### config.mk
export PLATFORM = sky130hd
export DESIGN_NAME = cache_csr
export DESIGN_NICKNAME = d
export VERILOG_FILES = /design/src/hw/cache_pkg.sv /design/src/hw/cache_csr.sv
export SDC_FILE = /design/constraint.sdc
export NUM_CORES = 1
export LEC_CHECK = 0
export BUFFER_PORTS_ARGS = -buffer_cell sky130_fd_sc_hd__buf_2
export CAP_MARGIN = 20
export CORE_AREA = 2 2 88 90
export DETAILED_ROUTE_END_ITERATION = 8
export DIE_AREA = 0 0 90 92
export PLACE_DENSITY = 0.72
export SLEW_MARGIN = 20
export SYNTH_ARGS = -nofsm -noshare
export SYNTH_HDL_FRONTEND = slang
export SYNTH_SLANG_ARGS = --single-unit
### constraint.sdc
create_clock -name clk_i -period 6.2 [get_ports clk_i]
set_clock_uncertainty 0.05 [all_clocks]
set_input_delay 0.62 -clock clk_i [delete_from_list [all_inputs] [get_ports clk_i]]
set_output_delay 0.62 -clock clk_i [all_outputs]
set_load 0.03 [all_outputs]
### src/hw/cache_pkg.sv
// cache package: shared widths, address layout, request and event types for the cache
`default_nettype none

package cache_pkg;

    localparam int ADDR_WIDTH = 16; // word address
    localparam int DATA_WIDTH = 32;
    localparam int SET_WIDTH  = 2;  // four sets
    localparam int TAG_WIDTH  = ADDR_WIDTH - SET_WIDTH;
    localparam int NUM_WAYS   = 2;
    localparam int CNT_WIDTH  = 16; // per event counter

    typedef logic [DATA_WIDTH-1:0] word_t;
    typedef logic [TAG_WIDTH-1:0]  tag_t;

    // one word per line, so the set index sits right at the bottom
    typedef struct packed {
        tag_t                 tag;
        logic [SET_WIDTH-1:0] set;
    } addr_t;

    // request from the cpu side
    typedef struct packed {
        logic  we;    // 1 = write
        addr_t addr;
        word_t wdata;
    } cpu_req_t;

    typedef struct packed {
        word_t rdata; // zero for writes
    } cpu_rsp_t;

    // request towards the backing memory
    typedef struct packed {
        logic  we;
        addr_t addr;
        word_t wdata;
    } mem_req_t;

    // register map
    typedef enum logic [1:0] {
        CTRL   = 2'd0, // bit 0 is bypass
        HITS   = 2'd1,
        MISSES = 2'd2,
        WBACKS = 2'd3
    } csr_addr_e;

    // single-cycle strobes, controller to register block
    typedef struct packed {
        logic hit;
        logic miss;
        logic writeback;
    } cache_evt_t;

endpackage

`default_nettype wire

### src/hw/cache_csr.sv
// cache register block: bypass control and saturating hit, miss and write-back counters
`timescale 1ns/1ps
`default_nettype none

module cache_csr #(
    parameter int CNT_WIDTH = 16
) (
    input  wire logic                  clk_i,
    input  wire logic                  reset_i,
    input  wire logic                  we_i,
    input  wire cache_pkg::csr_addr_e  addr_i,
    input  wire cache_pkg::word_t      wdata_i,
    output cache_pkg::word_t           rdata_o,
    input  wire cache_pkg::cache_evt_t evt_i,
    output logic                       bypass_o
);

    logic                 bypass_q;
    logic [CNT_WIDTH-1:0] hits_q;
    logic [CNT_WIDTH-1:0] misses_q;
    logic [CNT_WIDTH-1:0] wbacks_q;

    // holds at all ones
    function automatic logic [CNT_WIDTH-1:0] sat_inc(input logic [CNT_WIDTH-1:0] cnt,
                                                     input logic ev);
        sat_inc = (ev && cnt != '1) ? cnt + 1'b1 : cnt;
    endfunction

    always_ff @(posedge clk_i) begin
        if (reset_i) begin
            bypass_q <= 1'b0;
            hits_q   <= '0;
            misses_q <= '0;
            wbacks_q <= '0;
        end else if (we_i && addr_i == cache_pkg::CTRL) begin
            bypass_q <= wdata_i[0];
        end else if (we_i) begin
            // any counter write clears all three
            hits_q   <= '0;
            misses_q <= '0;
            wbacks_q <= '0;
        end else begin
            hits_q   <= sat_inc(hits_q, evt_i.hit);
            misses_q <= sat_inc(misses_q, evt_i.miss);
            wbacks_q <= sat_inc(wbacks_q, evt_i.writeback);
        end
    end

    always_comb begin
        rdata_o = '0;
        case (addr_i)
            cache_pkg::CTRL:   rdata_o[0]           = bypass_q;
            cache_pkg::HITS:   rdata_o[CNT_WIDTH-1:0] = hits_q;
            cache_pkg::MISSES: rdata_o[CNT_WIDTH-1:0] = misses_q;
            default:           rdata_o[CNT_WIDTH-1:0] = wbacks_q;
        endcase
    end

    assign bypass_o = bypass_q;

endmodule

`default_nettype wire

* Word level (Yosys, flattened, before mapping) *
Cells that the tools add are included.

operators by class
  $add $sub $neg = 3
  eq/ne operators = 5
  multiplexer cells = 8
  bitwise operators = 1
  reductions and logical operators = 11

operators with widths
  cell                                                             count
  16-bit two-way mux                                               6
  16-bit by 1-bit adder with 16-bit output, second input constant  3
  16-bit inequality test, second input constant                    3
  15-bit one-hot mux with 3 select lines                           1
  2-bit AND reduction                                              3
  2-bit nonzero test                                               3
  1-bit logical AND                                                4
  1-bit one-hot mux with 3 select lines                            1
  2-bit by 1-bit == test with 1-bit output, second input constant  1
  2-bit == test, second input constant                             1
  2-bit logical NOT                                                1
  1-bit inverter                                                   1

word-level totals
  register bits = 49
  input port bits = 40
  output and inout port bits = 33
  word-level logic and storage cells = 32

* Logic depth before layout (Yosys ltp) *
Gate-level depths: netlist (run 1).

  word-level depth = 4
  depth in mapped cells = 8
  mapped depth without buffers = 5

* Worst setup path before layout (run 1) *
Ideal clock, no wire load.

  path type = input -> output
  start point = input addr_i[1]
  end point = output rdata_o[11]
  arrival time = 1.743 ns
  required time = 5.530 ns
  path slack = 3.787 ns
  stages on the path = 4
  path buffers = 2
  cell sequence = clkbuf_1 -> nor2b_1 -> clkbuf_1 -> a22o_1

on the way
  cells in the longest elaborated chain, start to end = 2
  elaborated cells on any way between the ends = 4
  those cells by class = 2 x eq/ne; 1 x mux; 1 x reduce/logical

RTL lines
  element                                      RTL line         text
  from (decl)                                  cache_csr.sv:11  input wire cache_pkg::csr_addr_e addr_i,
  2-bit == test, or another cell as far along  cache_csr.sv:51  case (addr_i)
  15-bit one-hot mux with 3 select lines (*)   cache_csr.sv:51
  to (decl)                                    cache_csr.sv:13  output cache_pkg::word_t rdata_o,

Every way passes the cells marked *; elsewhere a longest branch is shown, timed or not.

* Worst setup path in the final report (run 1) *
  start point = input addr_i[0]
  end point = output rdata_o[15]

Same word-level chain as after synthesis.

==> results of run 1 <==
==> worst paths after layout <==
kind                     startpoint                 endpoint  slack, ns
max                       addr_i[0]              rdata_o[15]       3.30
min           bypass_o$_SDFFE_PP0P_    bypass_o$_SDFFE_PP0P_       0.43
max reg2reg  hits_q[0]$_SDFFE_PP0P_  hits_q[10]$_SDFFE_PP0P_       3.67
min reg2reg   bypass_o$_SDFFE_PP0P_    bypass_o$_SDFFE_PP0P_       0.43
==> report_power, final <==
part / switching, mW / leakage [nW] / internal (mW)
combinational: 0.0563 / 0.786 / 0.0158
clock: 0.119 / 0.0574 / 0.131
sequential: 0.00493 / 0.396 / 0.318
==> cells by family after synthesis <==
family,Yosys count
compound gates,117
fa+ha+maj,3
buf+inv,63
flops,49
mux,21
other cells,1
simple gates,190
==> area by class of cell <==
type                       instances  area share
tap                              102     0.03423
clock inverter                     2     0.01007
multi-input combinational        347      0.6228
inverter                           8    0.008054
timing repair buffer              28     0.03960
clock buffer                       6     0.02215
sequential                        49      0.2631
==> placed cells by master, fill, tap and decap left out, types with 14 or more instances in the layout <==
cell,instances
sky130_fd_sc_hd__dfxtp_1,49
sky130_fd_sc_hd__nand2_1,31
sky130_fd_sc_hd__nand4_1,30
sky130_fd_sc_hd__buf_2,25
sky130_fd_sc_hd__nand3_1,23
sky130_fd_sc_hd__o211ai_1,23
sky130_fd_sc_hd__conb_1,16
sky130_fd_sc_hd__a22o_1,15
sky130_fd_sc_hd__nor2_1,15
sky130_fd_sc_hd__a31oi_1,14
==> state kept, by name (all words and copies together) (netlist names) <==
name / flops
hits_q: 16
misses_q: 16
wbacks_q: 16
bypass_o: 1
==> per-layer routing <==
metal / up-vias / GRT usage
li1: 1705 / -
met3: 9 / 0.04026
met5: - / 0
met1: 1762 / 0.3396
met2: 182 / 0.4073
met4: 0 / 0.06410
==> worst reg2reg max path, stage by stage (launching register included) <==
cell                        delay [ns]
sky130_fd_sc_hd__dfxtp_1          0.44
sky130_fd_sc_hd__ha_1             0.28
sky130_fd_sc_hd__nand4_2          0.27
sky130_fd_sc_hd__nor4_2           0.64
sky130_fd_sc_hd__buf_4            0.28
sky130_fd_sc_hd__nor2_1           0.07
sky130_fd_sc_hd__a2111oi_0        0.39
==> through the flow <==
| step | util | power (mW) | instances | hold WS [ns] | setup slack [ns] |
|---|---|---|---|---|---|
| final | 0.5007 | 0.6449 | 542 | 0.4334 | 3.298 |
| after global routing | 0.5007 | 0.6632 | 542 | 0.4537 | 3.237 |
| after CTS | 0.5003 | 0.6462 | 542 | 0.4312 | 3.018 |
| after detailed placement | 0.4842 | 0.4001 | 534 | 0.4116 | 3.018 |
| after global placement | 0.4842 | 0.3989 | 534 | 0.4221 | 3.070 |
| after floorplan | - | 0.3904 | 459 | 0.4056 | 3.787 |
==> metrics.txt, run 1 <==
# TYPE chip_impl_metric gauge
chip_impl_info{name="status",value="finished, final reports clean"} 1
chip_impl_info{name="cpMostUsedCell",value="sky130_fd_sc_hd__buf_2"} 1
chip_impl_metric{name="critical_path_peak_fanout",unit=""} 23
chip_impl_metric{name="postRouteWirelength",unit="mm"} 10.35
chip_impl_metric{name="final_period_minus_worst_setup_slack",unit="ns"} 2.902
chip_impl_metric{name="synth_edf_count",unit=""} 0
chip_impl_metric{name="required",unit="ns"} 5.53
chip_impl_metric{name="ctsResizeCount",unit=""} 0
chip_impl_metric{name="cellPowerDensity",unit="nW/um^2"} 172.9
chip_impl_metric{name="detailedPlacementHpwl",unit="mm"} 6.967
chip_impl_metric{name="io_buffers",unit=""} 25
chip_impl_metric{name="crit_buf_inv",unit=""} 2
chip_impl_metric{name="area_taken_by_multi_input_logic_gates",unit="um^2"} 2322
chip_impl_metric{name="vias",unit=""} 3658
chip_impl_info{name="timing_worst_setup_path_type",value="input pin to output pin"} 1
chip_impl_metric{name="setup-violations-final",unit=""} 0
chip_impl_metric{name="worstMarginPinSlew",unit="ns"} 1.010
chip_impl_info{name="top_layer",value="met4"} 1
chip_impl_metric{name="yosysWarningCount",unit=""} 0
chip_impl_info{name="path_cells",value="buf_2, nor2b_2, a22o_1, buf_2"} 1
chip_impl_metric{name="synth_compound_area_frac",unit=""} 0.2391
chip_impl_metric{name="period_share",unit=""} 0.4681
chip_impl_metric{name="synth.top_cell.area_share",unit=""} 0.2761
chip_impl_info{name="grt_setup_unrepaired",value="false"} 1
chip_impl_metric{name="power.ir.vdd_worst",unit="mV"} 0.1120
chip_impl_metric{name="seq_area",unit="um^2"} 980.9
chip_impl_metric{name="cellLeakagePower",unit="nW"} 1.239
chip_impl_metric{name="synthXorXnorAreaFrac",unit=""} 0
chip_impl_metric{name="io_pins",unit=""} 73
chip_impl_metric{name="post_synth_fa_ha_maj_area_fraction",unit=""} 0.01056
chip_impl_metric{name="synthCells",unit=""} 444
chip_impl_metric{name="max-cap-violations",unit=""} 0
chip_impl_info{name="dominant_cell_by_count_in_the_synthesized_netlist",value="sky130_fd_sc_hd__dfxtp_1"} 1
chip_impl_metric{name="clock_insertion_delay_at_the_later_pin_of_the_skew_report",unit="ns"} 0.31
chip_impl_metric{name="final-hold-violation-count",unit=""} 0
chip_impl_metric{name="relSlewSlack",unit=""} 0.3250
chip_impl_info{name="worst_path_max_delay_cell",value="sky130_fd_sc_hd__nor2b_2"} 1
chip_impl_metric{name="wl_met2",unit="mm"} 4.797
chip_impl_info{name="synth_top_cells_by_area",value="sky130_fd_sc_hd__dfxtp_1 (28%), sky130_fd_sc_hd__nand4_1 (5.3%), sky130_fd_sc_hd__o211ai_1 (4.9%), sky130_fd_sc_hd__mux2_2 (3.8%), sky130_fd_sc_hd__a22o_1 (3.7%)"} 1
chip_impl_metric{name="yosys.area_share.simple",unit=""} 0.3194
chip_impl_metric{name="placed_cell_area",unit="um^2"} 3606
chip_impl_metric{name="drtIter0Drc",unit=""} 479
chip_impl_metric{name="via_per_inst",unit=""} 6.749
chip_impl_metric{name="via_count_of_the_first_global_routing_pass",unit=""} 3300
chip_impl_metric{name="cp.depth",unit=""} 4
chip_impl_info{name="synth-main-ff-cell",value="sky130_fd_sc_hd__dfxtp_1"} 1
chip_impl_metric{name="final-max-slew-violation-count",unit=""} 0
chip_impl_metric{name="antenna_violating_nets_post_route",unit=""} 0
chip_impl_metric{name="wire_length_of_the_first_global_routing_pass",unit="mm"} 16.97
chip_impl_metric{name="dieHeight",unit="um"} 92
chip_impl_metric{name="rr_worst_depth",unit=""} 6
chip_impl_metric{name="design.die.area",unit="um^2"} 8280
chip_impl_metric{name="clk_pin_slew",unit="ns"} 0.10
chip_impl_metric{name="htreeDepth",unit=""} 2
chip_impl_metric{name="syn_avg_cell_area",unit="um^2"} 8.003
chip_impl_metric{name="remaining_drc_errors",unit=""} 0
chip_impl_metric{name="hold_depth",unit=""} 2
chip_impl_metric{name="tritoncts_num_sinks",unit=""} 49
chip_impl_metric{name="async_flop_share",unit=""} 0
chip_impl_info{name="tritoncts",value="yes"} 1
chip_impl_metric{name="global_route.overflow_total",unit=""} 0
chip_impl_metric{name="synth.area.mux_share",unit=""} 0.06690
chip_impl_metric{name="syn_area",unit="um^2"} 3553
chip_impl_metric{name="synth_cell_types",unit=""} 54
chip_impl_metric{name="filler_cell_count",unit=""} 753
chip_impl_metric{name="final_layout_size_suffix_gt1_frac",unit=""} 0.1250
chip_impl_info{name="critical_path.startpoint_type",value="input pin"} 1
chip_impl_info{name="worst_path_dominant_cell_family",value="simple AND/OR/NAND/NOR gates"} 1
chip_impl_info{name="worst_setup_path_end_kind",value="output pin"} 1
chip_impl_metric{name="arrival",unit="ns"} 2.23
chip_impl_metric{name="sequential_area_share_after_synthesis",unit=""} 0.2761
chip_impl_metric{name="design_area",unit="um^2"} 3729
chip_impl_metric{name="grt_start_max_net_pins",unit=""} 60
chip_impl_metric{name="cts.repair_timing.setup_buffer_count",unit=""} 0
chip_impl_metric{name="antenna_found_initial",unit=""} 0
chip_impl_info{name="yosysTopAreaCell",value="sky130_fd_sc_hd__dfxtp_1"} 1
chip_impl_metric{name="first_pass_drt_iterations",unit=""} 5
chip_impl_info{name="cts_root_buffer",value="sky130_fd_sc_hd__clkbuf_8"} 1
chip_impl_info{name="netlist_top_cells_count",value="sky130_fd_sc_hd__dfxtp_1 (49), sky130_fd_sc_hd__nand2_1 (31), sky130_fd_sc_hd__nand4_1 (30), sky130_fd_sc_hd__clkbuf_1 (26)"} 1
chip_impl_metric{name="cts_hold_buf",unit=""} 0
chip_impl_metric{name="gp_congestion",unit=""} 0.8826
chip_impl_metric{name="flip_flop_and_latch_count_after_synthesis",unit=""} 49
chip_impl_metric{name="die-width",unit="um"} 90
chip_impl_metric{name="deepest_clock_path_buffer_count",unit=""} 2
chip_impl_metric{name="gr-usage-all-layers",unit=""} 0.2478
chip_impl_info{name="hold_class",value="register to register"} 1
chip_impl_metric{name="core-area",unit="um^2"} 7447
chip_impl_metric{name="setup-tns-final",unit="ns"} 0
chip_impl_metric{name="wl_per_cell",unit="um"} 19.10
chip_impl_metric{name="wirelength_met1",unit="mm"} 4.681
chip_impl_metric{name="finish.net_count",unit=""} 482
chip_impl_metric{name="met3WireLength",unit="um"} 747
chip_impl_metric{name="syn_to_final_growth",unit="%"} 4.930
chip_impl_metric{name="timing.fmax",unit="MHz"} 344.6
chip_impl_metric{name="placement_rows",unit=""} 32
chip_impl_metric{name="largest_stage_delay_worst_path",unit="ns"} 0.69
chip_impl_metric{name="antenna_cells",unit=""} 0
chip_impl_info{name="synth_top_family_by_area",value="simple AND/OR/NAND/NOR gates"} 1
chip_impl_metric{name="numCtsBuffers",unit=""} 5
chip_impl_metric{name="initial_core_util",unit=""} 0.4772
Power figures use the tool's default switching activity.
==> inputs of run 2 (changes only) <==
--- a/config.mk
+++ b/config.mk
@@ -5,6 +5,7 @@
 export SDC_FILE = /design/constraint.sdc
 export NUM_CORES = 1
 export LEC_CHECK = 0
+export ABC_AREA = 1
 export BUFFER_PORTS_ARGS = -buffer_cell sky130_fd_sc_hd__buf_2
 export CAP_MARGIN = 20
 export CORE_AREA = 2 2 88 90
==> constraint.sdc (replaced) <==
create_clock -name clk_i -period 2.9 [get_ports clk_i]
set_clock_uncertainty 0.05 [all_clocks]
set_input_delay 0.29 -clock clk_i [delete_from_list [all_inputs] [get_ports clk_i]]
set_output_delay 0.29 -clock clk_i [all_outputs]
set_load 0.03 [all_outputs]
==> metrics.txt, run 2 <==
# TYPE chip_impl_metric gauge
chip_impl_info{name="hold_path_startpoint",value="wdata_i[0]"} 1
chip_impl_metric{name="first_pass_drt_iterations",unit=""} 5
chip_impl_metric{name="htreeDepth",unit=""} 2
chip_impl_info{name="synth_top_cells_by_area",value="sky130_fd_sc_hd__dfxtp_1 (28%), sky130_fd_sc_hd__nand2_1 (18%), sky130_fd_sc_hd__nand3_1 (11%), sky130_fd_sc_hd__nor2_1 (7.6%), sky130_fd_sc_hd__a21oi_1 (6.0%)"} 1
chip_impl_metric{name="cellPowerDensity",unit="nW/um^2"} 368.4
chip_impl_metric{name="setup-violations-final",unit=""} 0
chip_impl_metric{name="rr_worst_depth",unit=""} 9
chip_impl_metric{name="power.switching_fraction",unit=""} 0.2815
chip_impl_info{name="hold_class",value="input pin to register"} 1
chip_impl_metric{name="syn_avg_cell_area",unit="um^2"} 6.210
chip_impl_metric{name="crit_buf_inv",unit=""} 3
chip_impl_metric{name="clock_power_share",unit=""} 0.382
chip_impl_metric{name="final_layout_size_suffix_gt1_frac",unit=""} 0.1049
chip_impl_metric{name="placed_cell_area",unit="um^2"} 3657
chip_impl_metric{name="timing.fmax",unit="MHz"} 495.3
chip_impl_metric{name="area_taken_by_multi_input_logic_gates",unit="um^2"} 2225
chip_impl_info{name="tritoncts",value="yes"} 1
chip_impl_metric{name="synthCells",unit=""} 573
chip_impl_metric{name="final_cell_count_no_fill",unit=""} 693
chip_impl_info{name="dominant_cell_by_count_in_the_synthesized_netlist",value="sky130_fd_sc_hd__nand2_1"} 1
chip_impl_metric{name="antenna_cells",unit=""} 0
chip_impl_metric{name="initial_core_util",unit=""} 0.4778
chip_impl_info{name="cts_root_buffer",value="sky130_fd_sc_hd__clkbuf_8"} 1
chip_impl_metric{name="gp_congestion",unit=""} 0.8573
chip_impl_metric{name="hold_depth",unit=""} 3
chip_impl_info{name="r2r-end",value="misses_q[0]$_SDFFE_PP0P_"} 1
chip_impl_metric{name="clk_pin_slew",unit="ns"} 0.09
chip_impl_metric{name="power.ir.vdd_worst",unit="mV"} 0.2393
chip_impl_metric{name="flip_flop_and_latch_count_after_synthesis",unit=""} 49
chip_impl_metric{name="finish.net_count",unit=""} 633
chip_impl_info{name="grt_setup_unrepaired",value="false"} 1
chip_impl_info{name="critical_path.startpoint_type",value="input pin"} 1
chip_impl_metric{name="wl_per_cell",unit="um"} 13.89
chip_impl_metric{name="seq_area",unit="um^2"} 980.9
chip_impl_metric{name="placement_rows",unit=""} 32
chip_impl_metric{name="final-hold-violation-count",unit=""} 0
chip_impl_metric{name="arrival",unit="ns"} 1.68
chip_impl_metric{name="synth.top_cell.area_share",unit=""} 0.2757
chip_impl_info{name="layout.cells.most_common",value="sky130_fd_sc_hd__nand2_1"} 1
chip_impl_metric{name="intPower",unit="uW"} 999.0
chip_impl_metric{name="dieHeight",unit="um"} 92
chip_impl_metric{name="antenna_violating_nets_post_route",unit=""} 0
chip_impl_metric{name="io_pins",unit=""} 73
chip_impl_metric{name="power.share.combinational",unit=""} 0.118
chip_impl_metric{name="deepest_clock_path_buffer_count",unit=""} 2
chip_impl_metric{name="synth_cell_types",unit=""} 34
chip_impl_metric{name="dpl.cell_count",unit=""} 685
chip_impl_metric{name="wire_length_of_the_first_global_routing_pass",unit="mm"} 16.42
chip_impl_info{name="most-common-layout-cells",value="sky130_fd_sc_hd__nand2_1 (172), sky130_fd_sc_hd__nand3_1 (76), sky130_fd_sc_hd__nor2_1 (72)"} 1
chip_impl_metric{name="net_switching_power_figure",unit="uW"} 391.4
chip_impl_metric{name="sequential_area_share_after_synthesis",unit=""} 0.2757
chip_impl_metric{name="final_period_minus_worst_setup_slack",unit="ns"} 2.019
chip_impl_info{name="synth-main-ff-cell",value="sky130_fd_sc_hd__dfxtp_1"} 1
chip_impl_info{name="path_cells",value="buf_2, inv_1, nor2_1, nand2_1, o211ai_1, buf_2"} 1
chip_impl_metric{name="synth_edf_count",unit=""} 0
chip_impl_metric{name="relSlewSlack",unit=""} 0.4365
chip_impl_metric{name="syn_area",unit="um^2"} 3558
chip_impl_metric{name="final-max-slew-violation-count",unit=""} 0
chip_impl_metric{name="global_route.overflow_total",unit=""} 0
chip_impl_metric{name="vias",unit=""} 3686
chip_impl_metric{name="antenna_found_initial",unit=""} 0
chip_impl_metric{name="cts.repair_timing.setup_buffer_count",unit=""} 0
chip_impl_metric{name="via_count_of_the_first_global_routing_pass",unit=""} 3406
chip_impl_metric{name="cellLeakagePower",unit="nW"} 1.440
chip_impl_info{name="cpMostUsedCell",value="sky130_fd_sc_hd__buf_2"} 1
chip_impl_metric{name="core-area",unit="um^2"} 7447
chip_impl_metric{name="postRouteWirelength",unit="mm"} 9.625
chip_impl_metric{name="tritoncts_num_sinks",unit=""} 49
chip_impl_metric{name="drtIter0Drc",unit=""} 282
chip_impl_metric{name="worstMarginPinSlew",unit="ns"} 0.8421
chip_impl_metric{name="gr-usage-all-layers",unit=""} 0.2411
chip_impl_metric{name="max-cap-violations",unit=""} 0
chip_impl_metric{name="yosysWarningCount",unit=""} 0
chip_impl_metric{name="syn_to_final_growth",unit="%"} 6.048
chip_impl_metric{name="async_flop_share",unit=""} 0
chip_impl_metric{name="io_buffers",unit=""} 25
chip_impl_metric{name="ctsResizeCount",unit=""} 0
chip_impl_metric{name="grt_start_max_net_pins",unit=""} 38
chip_impl_metric{name="final_util",unit=""} 0.5067
chip_impl_metric{name="via_per_inst",unit=""} 5.319
chip_impl_info{name="timing.hold.worst_endpoint",value="bypass_o$_SDFFE_PP0P_"} 1
chip_impl_info{name="netlist_top_cells_count",value="sky130_fd_sc_hd__nand2_1 (172), sky130_fd_sc_hd__nand3_1 (76), sky130_fd_sc_hd__nor2_1 (72), sky130_fd_sc_hd__dfxtp_1 (49)"} 1
chip_impl_info{name="timing.rr.start",value="misses_q[0]$_SDFFE_PP0P_"} 1
chip_impl_metric{name="design_area",unit="um^2"} 3774
chip_impl_metric{name="required",unit="ns"} 2.56
chip_impl_metric{name="numCtsBuffers",unit=""} 5
chip_impl_info{name="reg_top3",value="hits_q: 16 flops, misses_q: 16 flops, wbacks_q: 16 flops"} 1
chip_impl_metric{name="filler_cell_count",unit=""} 783
chip_impl_info{name="worst_path_dominant_cell_family",value="simple AND/OR/NAND/NOR gates"} 1
chip_impl_metric{name="clock_insertion_delay_at_the_later_pin_of_the_skew_report",unit="ns"} 0.31
chip_impl_info{name="status",value="finished, final reports clean"} 1
chip_impl_metric{name="die-width",unit="um"} 90
chip_impl_metric{name="ff2ff_setup_slack",unit="ns"} 0.90
chip_impl_metric{name="detailedPlacementHpwl",unit="mm"} 6.941
chip_impl_metric{name="design.die.area",unit="um^2"} 8280
chip_impl_metric{name="setup-tns-final",unit="ns"} 0
chip_impl_metric{name="seq_power_share",unit=""} 0.500
chip_impl_metric{name="period_share",unit=""} 0.6962
chip_impl_info{name="worst_setup_path_end_kind",value="output pin"} 1
chip_impl_metric{name="remaining_drc_errors",unit=""} 0
chip_impl_info{name="worst_path_max_delay_cell",value="sky130_fd_sc_hd__nor2_1"} 1
chip_impl_info{name="timing_worst_setup_path_type",value="input pin to output pin"} 1
chip_impl_metric{name="cts_hold_buf",unit=""} 0
chip_impl_metric{name="largest_stage_delay_worst_path",unit="ns"} 0.63
chip_impl_metric{name="critical_path_peak_fanout",unit=""} 16
chip_impl_info{name="yosysTopAreaCell",value="sky130_fd_sc_hd__dfxtp_1"} 1
chip_impl_metric{name="power.total",unit="mW"} 1.390
run 2: cell count changes in the layout (fill, tap and decap cells not counted), moves of 14 or more:
| cell | before | now |
|---|---|---|
| sky130_fd_sc_hd__nand3_1 | 23 | 76 |
| sky130_fd_sc_hd__nand4_1 | 30 | 14 |
| sky130_fd_sc_hd__nor2_1 | 15 | 72 |
| sky130_fd_sc_hd__nand2_1 | 31 | 172 |
| sky130_fd_sc_hd__a21oi_1 | 11 | 43 |
| sky130_fd_sc_hd__a22o_1 | 15 | 0 |
| sky130_fd_sc_hd__a31oi_1 | 14 | 0 |
| sky130_fd_sc_hd__inv_1 | 8 | 43 |
run 2: power by group through the flow:
stage	clock, mW	combinational (mW)	sequential, mW
floorplan	0	0.146	0.708
global placement	0	0.160	0.710
detailed placement	0	0.162	0.710
CTS	0.542	0.163	0.695
global route	0.562	0.179	0.697
finish	0.532	0.164	0.695
run 2: worst max path at each step:
stage	from	to	slack (ns)	depth (start not counted)
floorplan	addr_i[0]	rdata_o[11]	1.33	5
detailed placement	addr_i[0]	rdata_o[3]	0.90	6
CTS	addr_i[0]	rdata_o[3]	0.90	6
global route	addr_i[0]	rdata_o[4]	0.74	6
global placement	addr_i[0]	rdata_o[4]	0.92	6
finish	addr_i[0]	rdata_o[3]	0.88	6
run 2: worst reg2reg max path: stages (launching register included):
cell and delay (ns):
sky130_fd_sc_hd__dfxtp_1 0.42, sky130_fd_sc_hd__ha_1 0.24, sky130_fd_sc_hd__nand2_2 0.09, sky130_fd_sc_hd__nor2_4 0.16
sky130_fd_sc_hd__nand3_2 0.14, sky130_fd_sc_hd__o21bai_4 0.39, sky130_fd_sc_hd__nand2_2 0.20, sky130_fd_sc_hd__inv_1 0.13
sky130_fd_sc_hd__nor2_1 0.05, sky130_fd_sc_hd__nor2_1 0.08
run 2: kinds of logic after synthesis:
group / Yosys count / synth area share
buffers and inverters: 79 / 0.1150
adder cells (fa/ha/maj): 3 / 0.01055
AND/OR/NAND/NOR: 365 / 0.4655
XOR/XNOR: 7 / 0.01723
AO/OA/AOI/OAI: 69 / 0.1150
flip-flops: 49 / 0.2757
other: 1 / 0.001054
run 2: layer usage:
metal	vias up	global-route usage	share of wire	wire length (um)
met5	-	0	0	0
met2	128	0.3922	0.47	4531
met3	15	0.02958	0.057	552
met1	1666	0.3323	0.45	4373
met4	0	0.08077	0.017	167
li1	1877	-	-	-
run 2: area by class of cell:
| cell class | count | area share |
|---|---|---|
| repair buffers | 29 | 0.04111 |
| clock buffers | 7 | 0.02288 |
| inverters | 45 | 0.04476 |
| flip-flops and latches | 49 | 0.2599 |
| clock inverters | 1 | 0.007958 |
| multi-input cells | 460 | 0.5895 |
| well taps | 102 | 0.03382 |
run 2: stage by stage:
stage	setup WS (ns)	hold WS [ns]
6_report	0.8809	0.2011
5_1_grt	0.7413	0.2366
4_1_cts	0.9037	0.1921
3_5_place_dp	0.9041	0.4212
3_3_place_gp	0.9166	0.4131
2_1_floorplan	1.329	0.4044
==> inputs of run 3 (changes only) <==
==> constraint.sdc (replaced) <==
create_clock -name clk_i -period 2.1 [get_ports clk_i]
set_clock_uncertainty 0.05 [all_clocks]
set_input_delay 0.21 -clock clk_i [delete_from_list [all_inputs] [get_ports clk_i]]
set_output_delay 0.21 -clock clk_i [all_outputs]
set_load 0.03 [all_outputs]
==> metrics.txt, run 3 (same netlist as run 2, synthesis figures left out) <==
# TYPE chip_impl_metric gauge
chip_impl_metric{name="ctsResizeCount",unit=""} 0
chip_impl_metric{name="power.ir.vdd_worst",unit="mV"} 0.3081
chip_impl_metric{name="setup-tns-final",unit="ns"} 0
chip_impl_metric{name="io_buffers",unit=""} 25
chip_impl_metric{name="postRouteWirelength",unit="mm"} 9.563
chip_impl_metric{name="dieHeight",unit="um"} 92
chip_impl_metric{name="cts.repair_timing.setup_buffer_count",unit=""} 0
chip_impl_metric{name="gr-usage-all-layers",unit=""} 0.2356
chip_impl_metric{name="intPower",unit="mW"} 1.273
chip_impl_metric{name="seq_area",unit="um^2"} 980.9
chip_impl_metric{name="io_pins",unit=""} 73
chip_impl_metric{name="detailedPlacementHpwl",unit="mm"} 7.089
chip_impl_metric{name="wire_length_of_the_first_global_routing_pass",unit="mm"} 16.05
chip_impl_metric{name="tritoncts_num_sinks",unit=""} 49
chip_impl_metric{name="timing.fmax",unit="MHz"} 545.6
chip_impl_info{name="cts_root_buffer",value="sky130_fd_sc_hd__clkbuf_8"} 1
chip_impl_metric{name="wl_per_cell",unit="um"} 13.51
chip_impl_metric{name="design.die.area",unit="um^2"} 8280
chip_impl_metric{name="antenna_violating_nets_post_route",unit=""} 0
chip_impl_metric{name="deepest_clock_path_buffer_count",unit=""} 2
chip_impl_info{name="hold_path_startpoint",value="wdata_i[0]"} 1
chip_impl_info{name="worst_setup_path_end_kind",value="register"} 1
chip_impl_metric{name="finish.net_count",unit=""} 648
chip_impl_metric{name="dp_worst_setup_slack",unit="ns"} 0.2938
chip_impl_metric{name="grt_start_max_net_pins",unit=""} 38
chip_impl_metric{name="first_pass_drt_iterations",unit=""} 5
chip_impl_info{name="timing.rr.start",value="wbacks_q[1]$_SDFFE_PP0P_"} 1
chip_impl_metric{name="finalWorstSetupSlack",unit="ns"} 0.2671
chip_impl_metric{name="placement_rows",unit=""} 32
chip_impl_metric{name="antenna_cells",unit=""} 0
chip_impl_info{name="status",value="finished, final reports clean"} 1
chip_impl_metric{name="final_period_minus_worst_setup_slack",unit="ns"} 1.833
chip_impl_metric{name="rr_worst_depth",unit=""} 8
chip_impl_metric{name="cellPowerDensity",unit="nW/um^2"} 466.5
chip_impl_info{name="r2r-end",value="wbacks_q[3]$_SDFFE_PP0P_"} 1
chip_impl_info{name="critical_path.startpoint_type",value="register"} 1
chip_impl_info{name="tritoncts",value="yes"} 1
chip_impl_metric{name="power.switching_fraction",unit=""} 0.2941
chip_impl_metric{name="net_switching_power_figure",unit="uW"} 530.5
chip_impl_metric{name="critical_path_peak_fanout",unit=""} 10
chip_impl_metric{name="final_layout_size_suffix_gt1_frac",unit=""} 0.1287
chip_impl_metric{name="clock_insertion_delay_at_the_later_pin_of_the_skew_report",unit="ns"} 0.31
chip_impl_metric{name="global_route.overflow_total",unit=""} 0
chip_impl_metric{name="cts_hold_buf",unit=""} 0
chip_impl_metric{name="final-max-slew-violation-count",unit=""} 0
chip_impl_metric{name="numCtsBuffers",unit=""} 5
chip_impl_info{name="hold_class",value="input pin to register"} 1
chip_impl_metric{name="setup-violations-final",unit=""} 0
chip_impl_metric{name="initial_core_util",unit=""} 0.4778
chip_impl_info{name="timing_worst_setup_path_type",value="register to register"} 1
chip_impl_metric{name="remaining_drc_errors",unit=""} 0
chip_impl_metric{name="seq_power_share",unit=""} 0.532
chip_impl_info{name="grt_setup_unrepaired",value="false"} 1
chip_impl_metric{name="area_taken_by_multi_input_logic_gates",unit="um^2"} 2225
chip_impl_metric{name="antenna_found_initial",unit=""} 0
chip_impl_metric{name="power.share.combinational",unit=""} 0.136
chip_impl_info{name="layout.cells.most_common",value="sky130_fd_sc_hd__nand2_1"} 1
chip_impl_metric{name="ff2ff_setup_slack",unit="ns"} 0.27
chip_impl_metric{name="hold_depth",unit=""} 3
chip_impl_metric{name="period_share",unit=""} 0.8728
chip_impl_info{name="most-common-layout-cells",value="sky130_fd_sc_hd__nand2_1 (172), sky130_fd_sc_hd__nand3_1 (76), sky130_fd_sc_hd__nor2_1 (72)"} 1
chip_impl_metric{name="core-area",unit="um^2"} 7447
chip_impl_metric{name="max-cap-violations",unit=""} 0
chip_impl_metric{name="vias",unit=""} 3756
chip_impl_metric{name="clock_power_share",unit=""} 0.332
chip_impl_metric{name="filler_cell_count",unit=""} 748
chip_impl_metric{name="arrival",unit="ns"} 2.02
chip_impl_metric{name="syn_to_final_growth",unit="%"} 8.650
chip_impl_metric{name="cellLeakagePower",unit="nW"} 1.506
chip_impl_info{name="timing.hold.worst_endpoint",value="bypass_o$_SDFFE_PP0P_"} 1
chip_impl_metric{name="die-width",unit="um"} 90
chip_impl_metric{name="htreeDepth",unit=""} 2
chip_impl_metric{name="required",unit="ns"} 2.28
chip_impl_metric{name="via_per_inst",unit=""} 5.305
chip_impl_metric{name="clk_pin_slew",unit="ns"} 0.09
chip_impl_info{name="reg_top3",value="hits_q: 16 flops, misses_q: 16 flops, wbacks_q: 16 flops"} 1
chip_impl_metric{name="final-hold-violation-count",unit=""} 0
chip_impl_metric{name="drtIter0Drc",unit=""} 272
chip_impl_metric{name="via_count_of_the_first_global_routing_pass",unit=""} 3440
chip_impl_metric{name="gp_congestion",unit=""} 0.9190
## run 3: cell count changes in the layout (fill, tap and decap cells not counted), sizes merged
cell    before  now
clkinv       0    2
buf         29   44
clkbuf       7    6
bufinv       1    0
## run 3: routing by layer
layer | routed length (um) | global-route usage | up-vias
li1 | - | - | 1907
met1 | 4296 | 0.3082 | 1695
met2 | 4542 | 0.4091 | 139
met3 | 591 | 0.03122 | 15
met4 | 133 | 0.06410 | 0
met5 | 0 | 0 | -
## run 3: worst max-delay path by stage
stage                                           end                     start  slack [ns]
after floorplan            misses_q[7]$_SDFFE_PP0P_  misses_q[1]$_SDFFE_PP0P_        0.59
after global placement    wbacks_q[11]$_SDFFE_PP0P_  wbacks_q[1]$_SDFFE_PP0P_        0.33
after detailed placement   wbacks_q[3]$_SDFFE_PP0P_  wbacks_q[1]$_SDFFE_PP0P_        0.29
after CTS                  wbacks_q[3]$_SDFFE_PP0P_  wbacks_q[1]$_SDFFE_PP0P_        0.27
after global routing      wbacks_q[10]$_SDFFE_PP0P_  wbacks_q[1]$_SDFFE_PP0P_        0.06
final                      wbacks_q[3]$_SDFFE_PP0P_  wbacks_q[1]$_SDFFE_PP0P_        0.27
## run 3: cell type report
type	instances	area share
repair buffers	44	0.06926
well taps	102	0.03301
multi-input cells	460	0.5754
flip-flops and latches	49	0.2537
inverters	45	0.04369
clock inverters	2	0.003560
clock buffers	6	0.02136
## run 3: through the flow
step                      instances  cell area (um^2)  hold WS, ns  total power [mW]  utilization
after floorplan                 588              3615       0.3244             1.179            -
after global placement          700              3770       0.4111             1.218       0.5062
after detailed placement        700              3770       0.4426             1.223       0.5062
after CTS                       708              3866       0.1399             1.814       0.5192
after global routing            708              3866       0.1584             1.879       0.5192
final                           708              3866       0.1444             1.804       0.5192
## run 3: power by group through the flow
stage,Combinational (mW),Clock [mW],Sequential [mW]
floorplan,0.201,0,0.977
global placement,0.238,0,0.980
detailed placement,0.242,0,0.981
CTS,0.242,0.613,0.959
global route,0.268,0.649,0.963
finish,0.245,0.599,0.959
## run 3: critical path: stages (launching register included)
cell and delay, ns:
sky130_fd_sc_hd__dfxtp_1 0.41, sky130_fd_sc_hd__ha_1 0.21, sky130_fd_sc_hd__nand3_1 0.14, sky130_fd_sc_hd__inv_2 0.17, sky130_fd_sc_hd__nand4_2 0.16, sky130_fd_sc_hd__nand2_2 0.22, sky130_fd_sc_hd__buf_4 0.18, sky130_fd_sc_hd__nand3_1 0.08
sky130_fd_sc_hd__a21oi_1 0.14
